## src/logic/usb_dfu_pkg.sv

```systemverilog
`default_nettype none

package usb_dfu_pkg;

  typedef logic [7:0] byte_t;

  // control transfer stages
  typedef enum logic [2:0] {
    idle,
    setup_in,
    setup_done,
    data_in,
    data_out,
    status_in,
    status_out
  } ctrl_state_e;

  // standard DFU 1.1 state codes
  typedef enum logic [7:0] {
    app_idle            = 8'h00,
    app_detach          = 8'h01,
    dfu_idle            = 8'h02,
    dnload_sync         = 8'h03,
    dnbusy              = 8'h04,
    dnload_idle         = 8'h05,
    manifest_sync       = 8'h06,
    manifest            = 8'h07,
    manifest_wait_reset = 8'h08,
    upload_idle         = 8'h09,
    dfu_error           = 8'h0a
  } dfu_state_e;

  typedef enum logic [7:0] {
    ok          = 8'h00,
    err_write   = 8'h03,
    err_address = 8'h08
  } dfu_status_e;

  // {bmRequestType[6:5], bRequest}
  typedef enum logic [9:0] {
    set_address       = 10'h005,
    get_descriptor    = 10'h006,
    set_configuration = 10'h009,
    set_interface     = 10'h00b,
    dnload            = 10'h101,
    getstatus         = 10'h103,
    clrstatus         = 10'h104,
    getstate          = 10'h105,
    abort             = 10'h106
  } request_e;

  typedef enum logic {
    descriptor,
    dfu_status
  } reply_src_e;

  localparam logic [7:0]  DESC_DEVICE      = 8'd1;
  localparam int unsigned DEVICE_DESC_LEN  = 18;
  localparam int unsigned DFU_STATUS_LEN   = 6;
  localparam logic [7:0]  DFU_STATE_OFFSET = 8'd4; // bState within the status record

endpackage

`default_nettype wire
```

## src/logic/setup_req_if.sv

```systemverilog
`timescale 1ns/100ps
`default_nettype none

interface setup_req_if;

  logic                  setup_done;   // one cycle, fields valid from here
  usb_dfu_pkg::byte_t    request_type;
  usb_dfu_pkg::request_e request;
  logic [15:0]           value;
  logic [15:0]           length;

  modport capture (
    output setup_done, request_type, request, value, length
  );

  modport handler (
    input request, value, length
  );

  modport fsm (
    input setup_done, request_type, request, length
  );

endinterface

`default_nettype wire

```

## src/logic/usb_dfu_ctrl_ep.sv

```systemverilog
`timescale 1ns/100ps
`default_nettype none

module usb_dfu_ctrl_ep #(
  parameter logic [15:0] vendor_id  = 16'h1d50,
  parameter logic [15:0] product_id = 16'h6130,
  parameter int unsigned max_packet = 32,
  parameter int unsigned max_block  = 64
) (
  input  logic       clk,
  input  logic       reset,

  // OUT endpoint
  output logic       out_ep_req,
  input  logic       out_ep_grant,
  input  logic       out_ep_data_avail,
  input  logic       out_ep_setup,
  output logic       out_ep_data_get,
  input  logic [7:0] out_ep_data,
  input  logic       out_ep_acked,

  // IN endpoint
  output logic       in_ep_req,
  input  logic       in_ep_grant,
  input  logic       in_ep_data_free,
  output logic       in_ep_data_put,
  output logic [7:0] in_ep_data,
  output logic       in_ep_data_done,
  output logic       in_ep_stall,
  input  logic       in_ep_acked,

  output logic [6:0] dev_addr,
  output logic [7:0] dfu_state
);

  setup_req_if req_if ();

  logic [15:0]              reply_len;
  logic                     stall_req;
  logic                     setup_stage_end;
  logic                     out_data_end;
  logic                     status_end;
  logic [7:0]               reply_addr;
  usb_dfu_pkg::reply_src_e  reply_src;
  usb_dfu_pkg::dfu_state_e  dfu_state_q;
  usb_dfu_pkg::dfu_status_e dfu_status;

  assign dfu_state = dfu_state_q;

  setup_capture setup_capture_i (
    .clk               (clk),
    .reset             (reset),
    .out_ep_setup      (out_ep_setup),
    .out_ep_data_avail (out_ep_data_avail),
    .out_ep_grant      (out_ep_grant),
    .out_ep_data       (out_ep_data),
    .req               (req_if.capture)
  );

  ctrl_xfr_fsm ctrl_xfr_fsm_i (
    .clk               (clk),
    .reset             (reset),
    .req               (req_if.fsm),
    .reply_len         (reply_len),
    .stall_req         (stall_req),
    .out_ep_data_avail (out_ep_data_avail),
    .out_ep_grant      (out_ep_grant),
    .out_ep_setup      (out_ep_setup),
    .in_ep_grant       (in_ep_grant),
    .in_ep_data_free   (in_ep_data_free),
    .in_ep_acked       (in_ep_acked),
    .out_ep_acked      (out_ep_acked),
    .out_ep_req        (out_ep_req),
    .out_ep_data_get   (out_ep_data_get),
    .in_ep_req         (in_ep_req),
    .in_ep_data_put    (in_ep_data_put),
    .in_ep_data_done   (in_ep_data_done),
    .in_ep_stall       (in_ep_stall),
    .setup_stage_end   (setup_stage_end),
    .out_data_end      (out_data_end),
    .status_end        (status_end),
    .reply_addr        (reply_addr)
  );

  dfu_request_handler #(
    .max_block (max_block)
  ) dfu_request_handler_i (
    .clk             (clk),
    .reset           (reset),
    .req             (req_if.handler),
    .setup_stage_end (setup_stage_end),
    .out_data_end    (out_data_end),
    .status_end      (status_end),
    .reply_len       (reply_len),
    .stall_req       (stall_req),
    .reply_src       (reply_src),
    .dfu_state       (dfu_state_q),
    .dfu_status      (dfu_status),
    .dev_addr        (dev_addr)
  );

  reply_source #(
    .vendor_id  (vendor_id),
    .product_id (product_id),
    .max_packet (max_packet)
  ) reply_source_i (
    .reply_addr (reply_addr),
    .reply_src  (reply_src),
    .dfu_state  (dfu_state_q),
    .dfu_status (dfu_status),
    .in_ep_data (in_ep_data)
  );

endmodule

`default_nettype wire

```

## src/logic/reply_source.sv

```systemverilog
`timescale 1ns/100ps
`default_nettype none

module reply_source #(
  parameter logic [15:0] vendor_id  = 16'h1d50,
  parameter logic [15:0] product_id = 16'h6130,
  parameter int unsigned max_packet = 32
) (
  input  logic [7:0]               reply_addr,
  input  usb_dfu_pkg::reply_src_e  reply_src,
  input  usb_dfu_pkg::dfu_state_e  dfu_state,
  input  usb_dfu_pkg::dfu_status_e dfu_status,
  output usb_dfu_pkg::byte_t       in_ep_data
);

  usb_dfu_pkg::byte_t desc_byte;
  usb_dfu_pkg::byte_t status_byte;

  // device descriptor
  always_comb begin
    case (reply_addr)
      8'd0:    desc_byte = 8'(usb_dfu_pkg::DEVICE_DESC_LEN);
      8'd1:    desc_byte = usb_dfu_pkg::DESC_DEVICE;
      8'd2:    desc_byte = 8'h00;              // bcdUSB 1.00
      8'd3:    desc_byte = 8'h01;
      8'd7:    desc_byte = 8'(max_packet);     // ep0 size
      8'd8:    desc_byte = vendor_id[7:0];
      8'd9:    desc_byte = vendor_id[15:8];
      8'd10:   desc_byte = product_id[7:0];
      8'd11:   desc_byte = product_id[15:8];
      8'd17:   desc_byte = 8'd1;               // one configuration
      default: desc_byte = 8'h00;              // class fields, bcdDevice, no strings
    endcase
  end

  // GETSTATUS record, GETSTATE starts at bState
  always_comb begin
    case (reply_addr)
      8'd0:                          status_byte = dfu_status;
      8'd1:                          status_byte = 8'd1; // poll timeout, 1 ms
      usb_dfu_pkg::DFU_STATE_OFFSET: status_byte = dfu_state;
      default:                       status_byte = 8'h00;
    endcase
  end

  assign in_ep_data = (reply_src == usb_dfu_pkg::dfu_status) ? status_byte : desc_byte;

endmodule

`default_nettype wire

```

## src/logic/dfu_request_handler.sv

```systemverilog
`timescale 1ns/100ps
`default_nettype none

module dfu_request_handler #(
  parameter int unsigned max_block = 64
) (
  input  logic                     clk,
  input  logic                     reset,
  setup_req_if.handler             req,
  input  logic                     setup_stage_end,
  input  logic                     out_data_end,
  input  logic                     status_end,
  output logic [15:0]              reply_len,
  output logic                     stall_req,
  output usb_dfu_pkg::reply_src_e  reply_src,
  output usb_dfu_pkg::dfu_state_e  dfu_state,
  output usb_dfu_pkg::dfu_status_e dfu_status,
  output logic [6:0]               dev_addr
);

  logic        save_addr;  // address waits for the status stage
  logic [6:0]  new_addr;
  logic [15:0] block_end;  // first block past the download window

  //////////////////////////////////////////////////
  // request decode and DFU state
  //////////////////////////////////////////////////

  always_ff @(posedge clk) begin
    if (reset) begin
      reply_len  <= 16'd0;
      reply_src  <= usb_dfu_pkg::descriptor;
      stall_req  <= 1'b0;
      dfu_state  <= usb_dfu_pkg::dfu_idle;
      dfu_status <= usb_dfu_pkg::ok;
      save_addr  <= 1'b0;
      dev_addr   <= 7'd0;
    end else begin
      stall_req <= 1'b0;

      if (status_end && save_addr) begin
        save_addr <= 1'b0;
        dev_addr  <= new_addr;
      end

      // end of the data stage stands in for the write finishing
      if (out_data_end && dfu_state == usb_dfu_pkg::dnbusy) begin
        dfu_state <= usb_dfu_pkg::dnload_sync;
      end

      if (setup_stage_end) begin
        reply_len <= 16'd0;
        reply_src <= usb_dfu_pkg::descriptor;

        case (req.request)
          usb_dfu_pkg::get_descriptor: begin
            if (req.value[15:8] == usb_dfu_pkg::DESC_DEVICE) begin
              reply_len <= 16'(usb_dfu_pkg::DEVICE_DESC_LEN);
            end else begin
              stall_req <= 1'b1; // only the device descriptor exists
            end
          end
          usb_dfu_pkg::set_address: save_addr <= 1'b1;
          usb_dfu_pkg::set_configuration, usb_dfu_pkg::set_interface: begin
            // single config, single setting
          end
          usb_dfu_pkg::dnload: begin
            if (dfu_state == usb_dfu_pkg::dfu_idle) begin
              if (req.length != 16'd0) begin
                dfu_state <= usb_dfu_pkg::dnbusy;
              end else begin
                dfu_state  <= usb_dfu_pkg::dfu_error;
                dfu_status <= usb_dfu_pkg::err_write;
              end
            end else if (dfu_state != usb_dfu_pkg::dnload_idle) begin
              dfu_state  <= usb_dfu_pkg::dfu_error; // not ready for a block
              dfu_status <= usb_dfu_pkg::err_write;
            end else if (req.length == 16'd0) begin
              dfu_state <= usb_dfu_pkg::manifest_sync; // final empty block
            end else if (req.value >= block_end) begin
              dfu_state  <= usb_dfu_pkg::dfu_error;
              dfu_status <= usb_dfu_pkg::err_address;
            end else begin
              dfu_state <= usb_dfu_pkg::dnbusy;
            end
          end
          usb_dfu_pkg::getstatus: begin
            reply_src <= usb_dfu_pkg::dfu_status;
            reply_len <= 16'(usb_dfu_pkg::DFU_STATUS_LEN);
            if (dfu_state == usb_dfu_pkg::dnload_sync) begin
              dfu_state <= usb_dfu_pkg::dnload_idle;
            end else if (dfu_state == usb_dfu_pkg::manifest_sync) begin
              dfu_state <= usb_dfu_pkg::dfu_idle;
            end
          end
          usb_dfu_pkg::clrstatus: begin
            dfu_status <= usb_dfu_pkg::ok;
            dfu_state  <= usb_dfu_pkg::dfu_idle;
          end
          usb_dfu_pkg::getstate: begin
            reply_src <= usb_dfu_pkg::dfu_status; // bState byte only
            reply_len <= 16'd1;
          end
          usb_dfu_pkg::abort: dfu_state <= usb_dfu_pkg::dfu_idle;
          default: begin
            // unknown requests are acked with no data
          end
        endcase
      end
    end
  end

  always_ff @(posedge clk) begin
    if (setup_stage_end) begin
      if (req.request == usb_dfu_pkg::set_address) begin
        new_addr <= req.value[6:0];
      end
      if (req.request == usb_dfu_pkg::dnload && dfu_state == usb_dfu_pkg::dfu_idle) begin
        block_end <= req.value + 16'(max_block); // window opens at the first block
      end
    end
  end

endmodule

`default_nettype wire

```

## src/logic/ctrl_xfr_fsm.sv

```systemverilog
`timescale 1ns/100ps
`default_nettype none

module ctrl_xfr_fsm (
  input  logic        clk,
  input  logic        reset,
  setup_req_if.fsm    req,
  input  logic [15:0] reply_len,
  input  logic        stall_req,
  input  logic        out_ep_data_avail,
  input  logic        out_ep_grant,
  input  logic        out_ep_setup,
  input  logic        in_ep_grant,
  input  logic        in_ep_data_free,
  input  logic        in_ep_acked,
  input  logic        out_ep_acked,
  output logic        out_ep_req,
  output logic        out_ep_data_get,
  output logic        in_ep_req,
  output logic        in_ep_data_put,
  output logic        in_ep_data_done,
  output logic        in_ep_stall,
  output logic        setup_stage_end,
  output logic        out_data_end,
  output logic        status_end,
  output logic [7:0]  reply_addr
);

  usb_dfu_pkg::ctrl_state_e state;
  usb_dfu_pkg::ctrl_state_e state_next;

  logic [15:0] byte_cnt;     // bytes moved in this data stage
  logic [15:0] xfer_len;
  logic        all_sent;
  logic        all_sent_q;
  logic        zero_len_pkt;
  logic        in_taken;
  logic        out_taken;

  // OUT side simply drains whatever the endpoint has
  assign out_ep_req      = out_ep_data_avail;
  assign out_ep_data_get = out_ep_data_avail;

  assign xfer_len = (reply_len < req.length) ? reply_len : req.length;
  assign all_sent = (state == usb_dfu_pkg::data_in) && (byte_cnt == xfer_len);

  assign in_ep_req      = (state == usb_dfu_pkg::data_in) && !all_sent;
  assign in_ep_data_put = in_ep_req && in_ep_data_free;
  assign in_taken       = in_ep_grant && in_ep_data_put;
  assign out_taken      = (state == usb_dfu_pkg::data_out) && out_ep_grant && out_ep_data_get;

  assign in_ep_stall     = stall_req;
  assign in_ep_data_done = zero_len_pkt || (all_sent && !all_sent_q && !stall_req);

  //////////////////////////////////////////////////
  // stage sequencing
  //////////////////////////////////////////////////

  always_comb begin
    state_next      = state;
    setup_stage_end = 1'b0;
    out_data_end    = 1'b0;
    status_end      = 1'b0;
    zero_len_pkt    = 1'b0;

    case (state)
      usb_dfu_pkg::idle: begin
        if (out_ep_setup && out_ep_data_avail) state_next = usb_dfu_pkg::setup_in;
      end
      usb_dfu_pkg::setup_in: begin
        if (req.setup_done) state_next = usb_dfu_pkg::setup_done;
      end
      usb_dfu_pkg::setup_done: begin
        setup_stage_end = 1'b1;
        if (req.length == 16'd0) begin
          state_next   = usb_dfu_pkg::status_in;
          zero_len_pkt = 1'b1; // status stage answered with a ZLP
        end else if (req.request_type[7]) begin
          state_next = usb_dfu_pkg::data_in;
        end else begin
          state_next = usb_dfu_pkg::data_out;
        end
      end
      usb_dfu_pkg::data_in: begin
        if (in_ep_acked && all_sent) state_next = usb_dfu_pkg::status_out;
      end
      usb_dfu_pkg::data_out: begin
        if (byte_cnt == req.length) begin
          state_next   = usb_dfu_pkg::status_in;
          zero_len_pkt = 1'b1;
          out_data_end = 1'b1;
        end
      end
      usb_dfu_pkg::status_in: begin
        if (in_ep_acked) begin
          state_next = usb_dfu_pkg::idle;
          status_end = 1'b1;
        end
      end
      usb_dfu_pkg::status_out: begin
        if (out_ep_acked) begin
          state_next = usb_dfu_pkg::idle;
          status_end = 1'b1;
        end
      end
      default: state_next = usb_dfu_pkg::idle;
    endcase

    // a stalled request abandons the transfer
    if (stall_req) state_next = usb_dfu_pkg::idle;
  end

  always_ff @(posedge clk) begin
    if (reset) begin
      state      <= usb_dfu_pkg::idle;
      all_sent_q <= 1'b0;
      byte_cnt   <= 16'd0;
      reply_addr <= 8'd0;
    end else begin
      state      <= state_next;
      all_sent_q <= all_sent;
      if (setup_stage_end) begin
        byte_cnt   <= 16'd0;
        reply_addr <= (req.request == usb_dfu_pkg::getstate) ?
                      usb_dfu_pkg::DFU_STATE_OFFSET : 8'd0;
      end else if (in_taken || out_taken) begin
        byte_cnt   <= byte_cnt + 16'd1;
        reply_addr <= reply_addr + 8'd1;
      end
    end
  end

endmodule

`default_nettype wire

```

## src/logic/setup_capture.sv

```systemverilog
`timescale 1ns/100ps
`default_nettype none

module setup_capture (
  input  logic               clk,
  input  logic               reset,
  input  logic               out_ep_setup,
  input  logic               out_ep_data_avail,
  input  logic               out_ep_grant,
  input  usb_dfu_pkg::byte_t out_ep_data,
  setup_req_if.capture       req
);

  usb_dfu_pkg::byte_t setup_bytes [8];
  logic [2:0]         wr_ptr;
  logic               byte_valid; // out_ep_data holds a granted byte
  logic               avail_q;
  logic               in_setup;
  logic               pkt_end;

  assign pkt_end = avail_q && !out_ep_data_avail;

  always_ff @(posedge clk) begin
    if (reset) begin
      avail_q         <= 1'b0;
      byte_valid      <= 1'b0;
      in_setup        <= 1'b0;
      wr_ptr          <= 3'd0;
      req.setup_done  <= 1'b0;
    end else begin
      avail_q        <= out_ep_data_avail;
      byte_valid     <= out_ep_data_avail && out_ep_grant;
      req.setup_done <= pkt_end && in_setup;

      if (pkt_end) begin
        in_setup <= 1'b0;
      end else if (out_ep_data_avail && out_ep_setup) begin
        in_setup <= 1'b1;
      end

      if (pkt_end) begin
        wr_ptr <= 3'd0; // ready for the next setup packet
      end else if (in_setup && byte_valid) begin
        wr_ptr <= wr_ptr + 3'd1;
      end
    end
  end

  // last byte lands on the pkt_end cycle, before setup_done
  always_ff @(posedge clk) begin
    if (in_setup && byte_valid) begin
      setup_bytes[wr_ptr] <= out_ep_data;
    end
  end

  assign req.request_type = setup_bytes[0];
  assign req.request      = usb_dfu_pkg::request_e'({setup_bytes[0][6:5], setup_bytes[1]});
  assign req.value        = {setup_bytes[3], setup_bytes[2]};
  assign req.length       = {setup_bytes[7], setup_bytes[6]}; // wIndex not needed

endmodule

`default_nettype wire

```

## config.mk

```make
export PLATFORM = sky130hd
export DESIGN_NAME = usb_dfu_ctrl_ep
export DESIGN_NICKNAME = d
export VERILOG_FILES = /design/src/logic/usb_dfu_pkg.sv /design/src/logic/setup_req_if.sv /design/src/logic/usb_dfu_ctrl_ep.sv /design/src/logic/reply_source.sv /design/src/logic/dfu_request_handler.sv /design/src/logic/ctrl_xfr_fsm.sv /design/src/logic/setup_capture.sv
export SDC_FILE = /design/constraint.sdc
export NUM_CORES = 1
export LEC_CHECK = 0
export BUFFER_PORTS_ARGS = -buffer_cell sky130_fd_sc_hd__buf_2
export CAP_MARGIN = 15
export CORE_ASPECT_RATIO = 2
export CORE_MARGIN = 2
export CORE_UTILIZATION = 51
export CTS_CLUSTER_SIZE = 24
export DETAILED_ROUTE_END_ITERATION = 7
export PLACE_DENSITY = 0.69
export SLEW_MARGIN = 0
export SYNTH_ARGS = -nofsm -noshare
export SYNTH_HDL_FRONTEND = slang
export SYNTH_HIERARCHICAL = 1
export SYNTH_SLANG_ARGS = --single-unit
```

## constraint.sdc

```tcl
create_clock -name clk -period 3.1 [get_ports clk]
set_input_delay 0.31 -clock clk [delete_from_list [all_inputs] [get_ports clk]]
set_output_delay 0.31 -clock clk [all_outputs]
set_load 0.02 [all_outputs]
```

# [Yosys cells after proc, flatten, opt, wreduce, memory -nomap -nowiden]
# Memories as Yosys holds them, arrays and structs flattened. A register that Yosys moved wholly into a read port is not among the register bits.
# Index checks and enable logic that the tools add are counted.
[totals] romBits=224 latch_bits=0 ff_bits=100 inputBits=17 word_cells=151 output_inout_bits=29 mem_count=2 ramBits=64
[classes] bitwise_logic=2 magnitude_cmp=2 eq_ne=32 div=0 mux=51 addsub=4 multipliers=0 n_reduce_logical=40 n_shift=0
[memory_table] memory="(name not given)" words=32 word_bits=7 read_ports=1 rd_ports_with_merged_regs=1 wr=0 line_no="reply_source.sv:21" text="case (reply_addr)"
[memory_table] memory="setup_capture_i.setup_bytes" words=8 word_bits=8 read_ports=6 rd_ports_with_merged_regs=0 wr=1 line_no="setup_capture.sv:14" text="usb_dfu_pkg::byte_t setup_bytes [8];"
[ops] operator="$mux 8" count=16
[ops] operator="$eq 10x9->1 const B" count=5
[ops] operator="$pmux 16 s3" count=1
[ops] operator="$pmux 8 s3" count=2
[ops] operator="$eq 16x16->1" count=2
[ops] operator="$mux 3" count=9
[ops] operator="$eq 8x3->1 const B" count=3
[ops] operator="$pmux 3 s7" count=1
[ops] operator="$eq 10x3->1 const B" count=2
[ops] operator="$logic_and 1x1->1" count=17
[ops] operator="$add 16x1->16 const B" count=1
[ops] operator="$add 16x7->16 const B" count=1
[ops] operator="$eq 8x1->1 const B" count=2
[ops] operator="$eq 8x2->1 const B" count=2
[ops] operator="$ge 16x16->1" count=1
[ops] operator="$logic_not 16->1" count=1
[ops] operator="$lt 16x16->1" count=1
[ops] operator="$mux 16" count=1
[ops] operator="$pmux 8 s2" count=1
[ops] operator="$reduce_bool 16->1" count=1
[ops] operator="$mux 5" count=3
[ops] operator="$mux 1" count=13
[ops] operator="$ne 2x2->1 const B" count=5
[ops] operator="$reduce_or 2->1" count=5
[ops] operator="other kinds (22)" count=35

# [Depth between registers and ports, before layout]
# An unclocked memory read counts as a cell.
[logic_depth] depth_word=14 ltp_mapped=14 depth_no_buf=11

# [Modules after synthesis]
# Netlist, hierarchy kept.
[by_module_without_submodules] mod="dfu_request_handler" seq_area_each_um2=1171.1 n_inst=1 area_per_inst_um2=2557.5 cells_per_inst=264
[by_module_without_submodules] mod="ctrl_xfr_fsm" seq_area_each_um2=560.5 n_inst=1 area_per_inst_um2=2464.9 cells_per_inst=321
[by_module_without_submodules] mod="setup_capture" seq_area_each_um2=1581.5 n_inst=1 area_per_inst_um2=1760.4 cells_per_inst=85
[by_module_without_submodules] mod="reply_source" seq_area_each_um2=0.0 n_inst=1 area_per_inst_um2=316.6 cells_per_inst=43

# [Least setup slack after synthesis]
# No wires, ideal clock.
[synth_path] kind="reg2out" startpoint="memory setup_capture_i/setup_bytes[6][2] (netlist name)" endpoint="output in_ep_data_done" required_ns=2.790 slack_ns=0.223 path_stages_with_launch=12 n_path_buf=1 arrival_time_ns=2.567 path_cell_list="edfxtp_1 -> inv_1 -> ha_1 -> o21ai_1 -> a211o_1 -> o31ai_2 -> nor2_1 -> o211ai_1 -> and4_1 -> buf_6 -> nand3_1 -> o31ai_1"
[synth_rtl] element="start: declaration" line_no="setup_capture.sv:14"
[synth_rtl] element="end: declaration" line_no="usb_dfu_ctrl_ep.sv:28" text="output logic in_ep_data_done,"

==> results.py <==
metrics = {
    "die": {
        "die_x_microns": 86.5,
        "io_pins": 46,
        "rows": 60,
        "die_h_microns": 169,
        "initial_utilization_pct": 51.9,
        "die-area_sq_um": 14600,
        "core_area_sq_um": 13400,
    },
    "clock_tree": {
        "path_clk_slew_ns": 0.06,
        "cts_buffers": 17,
        "cts_root_buffer": "clkbuf_16",
        "cts_tree": "done",
        "cts-hold-fix-buffers": 0,
        "htree_levels": 4,
        "clkSinkCount": 125,
        "clkLatencyLatePin_ns": 0.42,
        "clockBufferDepth": 2,
    },
    "detailed_routing": {
        "firstDrtPassIters": 5,
        "drt_iter0_markers": 287,
        "via_count": 5525,
        "drc": 0,
        "postRouteAntennaNets": 0,
        "routedWlPerCell_microns": 18.6,
        "avgViaCountPerCell": 5.84,
        "wl_microns": 17600,
    },
    "timing": {
        "holdWs_ns": 0.131,
        "final-setup-viol-count": 2,
        "max_freq_mhz": 310,
        "fin_crit_ns": 3.23,
        "worst_slew_pin_slew_ns": 1.08,
        "finalWorstSetupSlack_ns": -0.131,
        "hold_viol_final": 0,
        "maxSlewHeadroom_pct": 28.0,
        "report.final.slew_viol_count": 0,
        "rsz0062_at_grt": "yes",
        "fin_crit_sh_pct": 104,
        "fin_worst_skew_ns": 0.0102,
    },
    "critical_path": {
        "worstSetupPathType": "reg2out",
        "cp-start-kind": "register",
        "required_ns": 2.79,
        "arrival_ns": 2.92,
        "path_max_fanout": 3,
        "cp-end-kind": "primary output",
    },
    "pwr": {
        "pwr-share-seq_pct": 45.7,
        "p_sw_mw": 0.938,
        "comb_power_share_pct": 3.3,
        "leakage_nw": 3.13,
        "clockPowerShare_pct": 51.0,
        "vdd_drop_max_mv": 0.477,
        "p_int_mw": 2.90,
        "power_per_cell_area_nw_per_um2": 471,
        "p_sw_share_pct": 24.4,
    },
    "layout": {
        "antenna_cells": 0,
        "fin_nets": 834,
        "fin_area_sq_um": 8150,
        "layout_commonest_cell": "edfxtp_1",
        "utilization_pct": 61.0,
        "syn2layout_area_growth_pct": 17.6,
        "final_cell_mix": "66 x edfxtp_1, 61 x nand2_1, 59 x dfxtp_1",
        "final_layout_size_suffix_gt1_share_pct": 18.8,
    },
    "placed_design": {
        "dpl_worst_slack_ns": 0.0486,
        "dp_hpwl_microns": 13000,
        "io_buffers": 45,
        "place_area_sq_um": 7320,
        "gp_congestion": 0.949,
    },
    "hold_path": {
        "hold_class": "in2reg",
    },
    "global_routing": {
        "grt_overflow": 0,
        "grt_pass1_vias": 5662,
        "grt_max_degree": 37,
        "grt_pass1_wl_microns": 28000,
        "gr-usage-all-layers_pct": 25.0,
        "antenna_found_initial": 0,
    },
    "synthesis": {
        "avgSynthCellArea_sq_um": 9.82,
        "synth_warnings": 6,
        "synthCells": 706,
        "synth_area_sq_um": 6930,
    },
    "status": {
        "violations": "setup timing",
        "status": "finished with violations",
    },
    "flow_run": {
        "max-cap-violations": 0,
    },
}
## metrics by stage
step	cells	power (mW)	setup TNS (ns)
final	946	3.84	-0.230
after CTS	942	3.87	-0.182
after floorplan	722	1.88	0
after global placement	901	1.90	0
after global routing	946	3.96	-0.472
after detailed placement	901	1.90	0
## layout make-up
type	count	area [sq um]
Timing Repair Buffer	81	518
Multi-Input combinational cell	506	3510
Fill cell	1093	5210
Sequential cell	125	3160
Clock buffer	18	450
Inverter	47	176
Clock inverter	14	141
Tap cell	155	194
## critical path: stages, from the launching register on
cell,delay (ns)
edfxtp_1,0.40
inv_2,0.08
ha_4,0.20
a2111oi_4,0.34
buf_4,0.20
o31ai_4,0.08
nor2_2,0.15
mux2i_1,0.23
and4_4,0.25
buf_6,0.12
nand3_4,0.09
o31ai_4,0.21
buf_6,0.15
## sequential cells by signal, indices dropped and copies added, names as in the netlist, 2 cells and up
name	flops
setup_capture_i/setup_bytes	43
ctrl_xfr_fsm_i/byte_cnt	16
dfu_request_handler_i/block_end	16
ctrl_xfr_fsm_i/reply_addr	8
dfu_request_handler_i/dfu_state	8
dfu_request_handler_i/dev_addr	7
dfu_request_handler_i/new_addr	7
dfu_request_handler_i/reply_len	4
ctrl_xfr_fsm_i/state	3
setup_capture_i/wr_ptr	3
dfu_request_handler_i/dfu_status	2
## path summary, 6_finish.rpt
check                                                       start                           endpoint  slack (ns)  cells after the start
worst max-delay path            setup_capture_i/setup_bytes[6][1]                    in_ep_data_done       -0.13                     12
worst min-delay path                                 out_ep_grant         setup_capture_i/byte_valid        0.13                      2
worst max register to register  setup_capture_i/setup_bytes[6][6]        ctrl_xfr_fsm_i/byte_cnt[13]        0.11                     15
worst min register to register  dfu_request_handler_i/dev_addr[0]  dfu_request_handler_i/dev_addr[0]        0.46                      2
## power by group through the flow
| stage | clock (mW) | combinational [mW] | sequential [mW] |
|---|---|---|---|
| after floorplan | 0 | 0.0958 | 1.78 |
| after global placement | 0 | 0.110 | 1.79 |
| after detailed placement | 0 | 0.114 | 1.79 |
| after CTS | 2.00 | 0.120 | 1.75 |
| after global routing | 2.07 | 0.140 | 1.75 |
| final | 1.96 | 0.126 | 1.75 |
## repair_timing
| action | in CTS | in global routing |
|---|---|---|
| resized for setup | 17 | 12 |
| pin swaps | 11 | 10 |
| endpoints found under the setup margin | 3 | 19 |
| buffers inserted | 9 | 4 |
## per-layer routing
metal | vias to the layer above | global-route usage, % | share of wire, %
li1 | 2709 | - | -
met1 | 2663 | 24.8 | 37
met5 | - | 0 | 0
met4 | 0 | 13.2 | 4.5
met2 | 110 | 47.2 | 56
met3 | 43 | 4.49 | 2.3
No activity file was read; power rests on OpenSTA's default activity.
